### src/rtl/apu_pkg.sv
package apu_pkg;

  localparam int unsigned num_regs = 24;

  // ----------------------------------------------------------------------
  // bus and register field types
  // ----------------------------------------------------------------------
  typedef struct packed {
    logic       en;
    logic       we;
    logic [4:0] addr;
    logic [7:0] data;
  } reg_req_t;

  typedef struct packed {
    logic [6:0]  linear_load_data;
    logic        length_halt;       // also the linear control flag
    logic [10:0] timer_load_data;
    logic [4:0]  length_load_data;
  } triangle_t;

  typedef struct packed {
    logic dmc_en;
    logic noise_en;
    logic triangle_en;
    logic pulse2_en;
    logic pulse1_en;
  } status_t;

  typedef struct packed {
    logic mode;                     // 1 = five-step
    logic inhibit_interrupt;
  } frame_counter_t;

  typedef logic [num_regs-1:0][7:0] reg_array_t;

  localparam logic [4:0] tri_linear_addr   = 5'd8;
  localparam logic [4:0] tri_timer_lo_addr = 5'd10;
  localparam logic [4:0] tri_timer_hi_addr = 5'd11;
  localparam logic [4:0] status_addr       = 5'd21;
  localparam logic [4:0] frame_addr        = 5'd23;

  // frame sequencer step points, in cpu cycles
  localparam logic [15:0] step1 = 16'd7457;
  localparam logic [15:0] step2 = 16'd14913;
  localparam logic [15:0] step3 = 16'd22371;
  localparam logic [15:0] step4 = 16'd29829;
  localparam logic [15:0] step5 = 16'd37281;

  localparam logic [7:0] length_table [32] = '{
    8'd10,  8'd254, 8'd20,  8'd2,   8'd40,  8'd4,   8'd80,  8'd6,
    8'd160, 8'd8,   8'd60,  8'd10,  8'd14,  8'd12,  8'd26,  8'd14,
    8'd12,  8'd16,  8'd24,  8'd18,  8'd48,  8'd20,  8'd96,  8'd22,
    8'd192, 8'd24,  8'd72,  8'd26,  8'd16,  8'd28,  8'd32,  8'd30
  };

  function automatic logic [7:0] length_lookup(input logic [4:0] index);
    return length_table[index];
  endfunction

endpackage : apu_pkg

### src/rtl/apu.sv
`timescale 1ns/1ps

module apu
  import apu_pkg::*;
(
  input  logic       clk,
  input  logic       arst_n,
  input  logic       cpu_clk_en,
  input  reg_req_t   req,
  output logic [7:0] rdata,
  output logic       irq,
  output logic [3:0] triangle_wave
);

  reg_array_t     reg_array;
  logic [23:0]    reg_updates;
  triangle_t      triangle_signals;
  status_t        status_signals;
  frame_counter_t fc_signals;
  logic           frame_interrupt;
  logic           clear_interrupt;
  logic           quarter_clk_en;
  logic           half_clk_en;
  logic           tri_length_non_zero;
  logic [4:0]     lengths_non_zero;

  // ----------------------------------------------------------------------
  // register field unpacking
  // ----------------------------------------------------------------------
  assign triangle_signals.linear_load_data = reg_array[tri_linear_addr][6:0];
  assign triangle_signals.length_halt      = reg_array[tri_linear_addr][7];
  assign triangle_signals.timer_load_data  = {reg_array[tri_timer_hi_addr][2:0],
                                              reg_array[tri_timer_lo_addr]};
  assign triangle_signals.length_load_data = reg_array[tri_timer_hi_addr][7:3];
  assign status_signals   = reg_array[status_addr][4:0];
  assign fc_signals       = reg_array[frame_addr][7:6];
  assign lengths_non_zero = {2'b00, tri_length_non_zero, 2'b00};  // only triangle
  assign irq              = frame_interrupt;

  mem_map_registers mm_reg (
    .clk, .arst_n, .cpu_clk_en, .req,
    .frame_interrupt,
    .length_non_zero (lengths_non_zero),
    .reg_array, .reg_updates, .rdata, .clear_interrupt
  );

  frame_counter fc (
    .clk, .arst_n, .cpu_clk_en,
    .mode              (fc_signals.mode),
    .load              (reg_updates[frame_addr]),
    .inhibit_interrupt (fc_signals.inhibit_interrupt),
    .clear_interrupt,
    .interrupt         (frame_interrupt),
    .quarter_clk_en, .half_clk_en
  );

  triangle_channel tc (
    .clk, .arst_n, .cpu_clk_en, .quarter_clk_en, .half_clk_en,
    .disable_l        (status_signals.triangle_en),
    .length_halt      (triangle_signals.length_halt),
    .linear_load      (reg_updates[tri_linear_addr] | reg_updates[tri_timer_hi_addr]),
    .length_load      (reg_updates[tri_timer_hi_addr]),
    .linear_load_data (triangle_signals.linear_load_data),
    .timer_load_data  (triangle_signals.timer_load_data),
    .length_load_data (triangle_signals.length_load_data),
    .length_non_zero  (tri_length_non_zero),
    .wave             (triangle_wave)
  );

endmodule : apu

### src/rtl/frame_counter.sv
`timescale 1ns/1ps

module frame_counter
  import apu_pkg::*;
(
  input  logic clk,
  input  logic arst_n,
  input  logic cpu_clk_en,
  input  logic mode,
  input  logic load,
  input  logic inhibit_interrupt,
  input  logic clear_interrupt,
  output logic interrupt,
  output logic quarter_clk_en,
  output logic half_clk_en
);

  logic [15:0] count;
  logic        quarter_hit;
  logic        half_hit;
  logic        last_step;
  logic        set_irq;

  // ----------------------------------------------------------------------
  // step decode
  // ----------------------------------------------------------------------
  always_comb begin
    quarter_hit = (count == step1) || (count == step2) ||
                  (count == step3) || (count == step4);
    half_hit    = (count == step2);
    if (mode) begin
      quarter_hit = quarter_hit || (count == step5);
      half_hit    = half_hit || (count == step5);
      last_step   = (count == step5);
    end else begin
      half_hit    = half_hit || (count == step4);
      last_step   = (count == step4);
    end
  end

  assign set_irq = !mode && (count == step4);

  // pulses are held until the next enabled cycle
  always_ff @(posedge clk or negedge arst_n) begin
    if (!arst_n) begin
      count          <= '0;
      quarter_clk_en <= 1'b0;
      half_clk_en    <= 1'b0;
    end else if (load) begin
      count          <= '0;
      quarter_clk_en <= mode;  // five-step write clocks at once
      half_clk_en    <= mode;
    end else if (cpu_clk_en) begin
      count          <= last_step ? 16'd0 : count + 16'd1;
      quarter_clk_en <= quarter_hit;
      half_clk_en    <= half_hit;
    end
  end

  // ----------------------------------------------------------------------
  // sticky frame interrupt
  // ----------------------------------------------------------------------
  always_ff @(posedge clk or negedge arst_n) begin
    if (!arst_n) begin
      interrupt <= 1'b0;
    end else if (inhibit_interrupt || clear_interrupt) begin
      interrupt <= 1'b0;
    end else if (cpu_clk_en && set_irq) begin
      interrupt <= 1'b1;
    end
  end

endmodule : frame_counter

### src/rtl/length_counter.sv
`timescale 1ns/1ps

module length_counter
  import apu_pkg::*;
(
  input  logic       clk,
  input  logic       arst_n,
  input  logic       cpu_clk_en,
  input  logic       half_clk_en,
  input  logic       enable,
  input  logic       halt,
  input  logic       load,
  input  logic [4:0] load_data,
  output logic       non_zero
);

  logic [7:0] count;
  logic       dec;

  assign dec = cpu_clk_en && half_clk_en && !halt && (count != 8'd0);

  always_ff @(posedge clk or negedge arst_n) begin
    if (!arst_n) begin
      count <= '0;
    end else if (!enable) begin
      count <= '0;                      // channel off
    end else if (load) begin
      count <= length_lookup(load_data);
    end else if (dec) begin
      count <= count - 8'd1;
    end
  end

  // disable shows up in status right away
  assign non_zero = enable && (count != 8'd0);

endmodule : length_counter

### src/rtl/mem_map_registers.sv
`timescale 1ns/1ps

module mem_map_registers
  import apu_pkg::*;
(
  input  logic        clk,
  input  logic        arst_n,
  input  logic        cpu_clk_en,
  input  reg_req_t    req,
  input  logic        frame_interrupt,
  input  logic [4:0]  length_non_zero,
  output reg_array_t  reg_array,
  output logic [23:0] reg_updates,
  output logic [7:0]  rdata,
  output logic        clear_interrupt
);

  logic wr_hit;
  logic rd_hit;

  assign wr_hit = req.en && req.we && cpu_clk_en && (req.addr < num_regs);
  assign rd_hit = req.en && !req.we && cpu_clk_en && (req.addr == status_addr);

  assign clear_interrupt = rd_hit;  // flag drops on the read edge

  // ----------------------------------------------------------------------
  // register writes
  // ----------------------------------------------------------------------
  always_ff @(posedge clk or negedge arst_n) begin
    if (!arst_n) begin
      reg_array   <= '0;
      reg_updates <= '0;
    end else begin
      reg_updates <= '0;
      if (wr_hit) begin
        reg_array[req.addr]   <= req.data;
        reg_updates[req.addr] <= 1'b1;  // high the clk after the write
      end
    end
  end

  // status read, old interrupt value captured
  always_ff @(posedge clk or negedge arst_n) begin
    if (!arst_n) begin
      rdata <= '0;
    end else if (rd_hit) begin
      rdata <= {1'b0, frame_interrupt, 1'b0, length_non_zero};
    end
  end

endmodule : mem_map_registers

### src/rtl/triangle_channel.sv
`timescale 1ns/1ps

module triangle_channel (
  input  logic        clk,
  input  logic        arst_n,
  input  logic        cpu_clk_en,
  input  logic        quarter_clk_en,
  input  logic        half_clk_en,
  input  logic        disable_l,
  input  logic        length_halt,
  input  logic        linear_load,
  input  logic        length_load,
  input  logic [6:0]  linear_load_data,
  input  logic [10:0] timer_load_data,
  input  logic [4:0]  length_load_data,
  output logic        length_non_zero,
  output logic [3:0]  wave
);

  logic [10:0] timer;
  logic [6:0]  linear;
  logic        linear_reload;
  logic [4:0]  step;
  logic        timer_zero;
  logic        quarter;

  assign timer_zero = (timer == 11'd0);
  assign quarter    = cpu_clk_en && quarter_clk_en;

  length_counter lc (
    .clk,
    .arst_n,
    .cpu_clk_en,
    .half_clk_en,
    .enable    (disable_l),
    .halt      (length_halt),
    .load      (length_load),
    .load_data (length_load_data),
    .non_zero  (length_non_zero)
  );

  // ----------------------------------------------------------------------
  // timer and sequencer
  // ----------------------------------------------------------------------
  always_ff @(posedge clk or negedge arst_n) begin
    if (!arst_n) begin
      timer <= '0;
      step  <= '0;
    end else if (cpu_clk_en) begin
      timer <= timer_zero ? timer_load_data : timer - 11'd1;
      if (timer_zero && (linear != 7'd0) && length_non_zero) begin
        step <= step + 5'd1;
      end
    end
  end

  // ----------------------------------------------------------------------
  // linear counter
  // ----------------------------------------------------------------------
  always_ff @(posedge clk or negedge arst_n) begin
    if (!arst_n) begin
      linear        <= '0;
      linear_reload <= 1'b0;
    end else begin
      if (quarter) begin
        if (linear_reload) begin
          linear <= linear_load_data;
        end else if (linear != 7'd0) begin
          linear <= linear - 7'd1;
        end
        if (!length_halt) begin
          linear_reload <= 1'b0;
        end
      end
      if (linear_load) begin
        linear_reload <= 1'b1;  // register write wins
      end
    end
  end

  assign wave = step[4] ? step[3:0] : ~step[3:0];  // 15..0 then 0..15

endmodule : triangle_channel

### config.mk
export PLATFORM = sky130hd
export DESIGN_NAME = apu
export DESIGN_NICKNAME = d
export VERILOG_FILES = /design/src/rtl/apu_pkg.sv /design/src/rtl/apu.sv /design/src/rtl/frame_counter.sv /design/src/rtl/length_counter.sv /design/src/rtl/mem_map_registers.sv /design/src/rtl/triangle_channel.sv
export SDC_FILE = /design/constraint.sdc
export NUM_CORES = 1
export LEC_CHECK = 0
export ABC_CLOCK_PERIOD_IN_PS = 3100
export BUFFER_PORTS_ARGS = -buffer_cell sky130_fd_sc_hd__buf_4
export CAP_MARGIN = 20
export CORE_ASPECT_RATIO = 1.2
export CORE_MARGIN = 5
export CORE_UTILIZATION = 55
export CTS_CLUSTER_DIAMETER = 60
export CTS_CLUSTER_SIZE = 20
export DETAILED_ROUTE_END_ITERATION = 8
export PLACE_DENSITY = 0.73
export SYNTH_ARGS = -nofsm -noshare
export SYNTH_HDL_FRONTEND = slang
export SYNTH_SLANG_ARGS = --single-unit
### constraint.sdc
create_clock -name clk -period 3.1 [get_ports clk]
set_input_delay 0.155 -clock clk [delete_from_list [all_inputs] [get_ports clk]]
set_output_delay 0.155 -clock clk [all_outputs]
set_load 0.02 [all_outputs]
==> qor.yml <==
setup.worst_path.end: "tc.timer[4]"
synth-seq-cells: 83
antenna_found_initial: 0
muxShareOfSynthArea_pct: 8.56
syn_area_um2: 4750
arrival_ns: 2.38
yosys_warnings: 0
synthSimpleGateAreaFrac_pct: 22.0
place_ws_ns: 1.03
setup.worst_path.end_class: "flip-flop"
cp-startpoint: "tc.timer[0]"
hold_ws_ns: 0.0416
setup_viol: 0
gr-total-overflow: 0
cts_setup_buffers: 0
grt_first_pass_wirelength_mm: 17.3
ctsLongestPathBuffers: 2
final_hold_viol_count: 0
synth.area.top_cells: "dfrtp_1 (44%), mux2_2 (5.0%), ha_1 (3.9%)"
cts_tree: "built"
synthCells: 491
grt_pass1_vias: 3582
synth_top_area_cell: "dfrtp_1"
fin_tns_setup_ns: 0
drt_iter0_markers: 175
ys_async_sr_fraction_pct: 100
worst_pin_slew_ns: 0.914
finClkSkew_ns: 0.00672
yosysMostFrequentCell: "dfrtp_1"
synth_edf_count: 0
synth_adder_area_share_pct: 3.95
yosys_most_used_dff: "dfrtp_1"
fmax_mhz: 463
vias: 3686
ant_nets: 0
worst-path-max-fanout: 14
cts_made_buffers: 9
drv_cap: 0
synthXorXnorAreaFrac_pct: 3.50
ys_seq_area_share_pct: 43.7
dr.pass1.iters: 4
path_class: "flip-flop to flip-flop"
n_antenna_cell: 0
ir_drop_mv: 0.342
powerDensity_nw_per_um2: 520
syn_avg_cell_area_um2: 9.68
grt_max_degree: 84
clock-sinks: 83
synth_compound_area_share_pct: 13.8
nets: 543
initial_core_util_pct: 55.8
rrSetupSlack_ns: 0.94
clock-root-buffer: "clkbuf_8"
drc_errors: 0
fp.dieW_um: 94.9
chipHeight_um: 112
synth_top_family_by_area: "simple AND/OR/NAND/NOR gates"
fp.dieArea_um2: 10600
hold_class: "input port to flip-flop"
slew_viol_final: 0
rsz0062_at_grt: "no"
area_delta_synth_final_pct: 9.77
yosys-top-cells-count: "dfrtp_1 (83), nand2_1 (44), nor2_1 (31), a21oi_1 (29), o21ai_0 (28)"
clk_latency_ns: 0.36
r2r-end: "tc.timer[4]"
portBuffers: 24
clkTransAtPathRegs_ns: 0.08
p_leak_nw: 2.38
synthDistinctLibCells: 61
post-dp-hpwl_mm: 7.30
fin_crit_ns: 2.16
max_slew_margin_pct: 38.8
routabilityCongestion: 0.884
p_total_mw: 2.71
placementRows: 37
h-tree-depth: 3
r2r_start: "tc.timer[0]"
status: "complete, no violations"
viasPerCell: 5.83
wl_per_cell_um: 16.1
drive_above_1_share_pct: 15.9
crit_required_ns: 3.32
core_area_um2: 8520
synth.top_cell.area_share_pct: 43.7
start_kind: "flip-flop"
routed_wl_mm: 10.2
gr-usage-all-layers_pct: 20.7
io_pins: 31
finalCritPeriodShare_pct: 69.7
reg2reg_depth: 6
min_from: "req[8]"
setup_ws_ns: 0.939
-- per-stage QoR --
step	instance area, um2	cells	util (%)
floorplan	4770	496	-
global placement	4980	614	58.5
detailed placement	4980	614	58.5
CTS	5190	631	60.9
global route	5220	632	61.2
finish	5220	632	61.2
-- per-layer routing --
metal,vias up,part of all wire [%],GRT usage [%]
met2,65,49,32.5
met4,0,1.5,7.89
met1,1805,46,28.6
met3,11,3.3,3.24
li1,1805,-,-
met5,-,0,0
-- worst min path at each step --
stage,to,slack (ns),cells past startpoint
after global placement,tc.lc.count[2],0.39,1
after CTS,mm_reg.reg_updates[8],0.02,2
after global routing,mm_reg.reg_updates[8],0.03,2
after floorplan,fc.count[0],-0.14,0
after detailed placement,tc.lc.count[4],0.40,1
final,mm_reg.reg_updates[8],0.04,2
-- sequential cells by signal, summed over array words and instances (netlist names) --
signal	count
tc.linear	7
mm_reg.reg_array	27
fc.quarter_clk_en	1
fc.half_clk_en	1
fc.count	16
mm_reg.rdata	2
tc.linear_reload	1
tc.step	5
mm_reg.reg_updates	3
fc.interrupt	1
tc.lc.count	8
tc.timer	11
-- cells by family (layout without fill, tap and decap cells) --
group,after synthesis,count (layout)
AO/OA/AOI/OAI,103,103
adder cells (fa/ha/maj),15,15
AND/OR/NAND/NOR,188,188
XOR/XNOR,19,19
other,1,6
multiplexers,34,34
flip-flops,83,83
buffers and inverters,48,67
-- critical path, cell delays in order, from the launching register on --
cell	delay, ns
dfrtp_1	0.42
inv_1	0.10
ha_1	0.14
nor3b_1	0.42
nand3_1	0.49
o21ai_0	0.33
a22oi_1	0.13
-- repair_timing --
item                      4_1_cts  5_1_grt
gates resized for setup         0        0
hold buffers                    1        0
hold endpoints to repair        1        0
-- power breakdown --
part           switching, mW  internal (mW)
clock network          0.384          0.394
logic                  0.275          0.234
registers              0.199           1.23
total                  0.858           1.86
-- cell type report --
type / count / area [um2]
clock buffer: 12 / 145
clock inverter: 4 / 50.0
fill: 725 / 3300
inverter: 24 / 90.1
multi-input combinational: 365 / 2480
sequential: 83 / 2080
tap: 117 / 146
timing repair buffer: 27 / 225
-- layout by cell type, fill, tap and decap left out, types with 10 or more instances in the layout --
cell / instances
clkbuf_8: 10
dfrtp_1: 83
inv_1: 24
mux2_2: 21
nor2_1: 31
nand3_1: 24
nand2_1: 44
ha_1: 15
a21oi_1: 29
nor3_1: 14
xnor2_1: 14
buf_4: 25
o21ai_0: 28
Power figures use the tool's default switching activity.
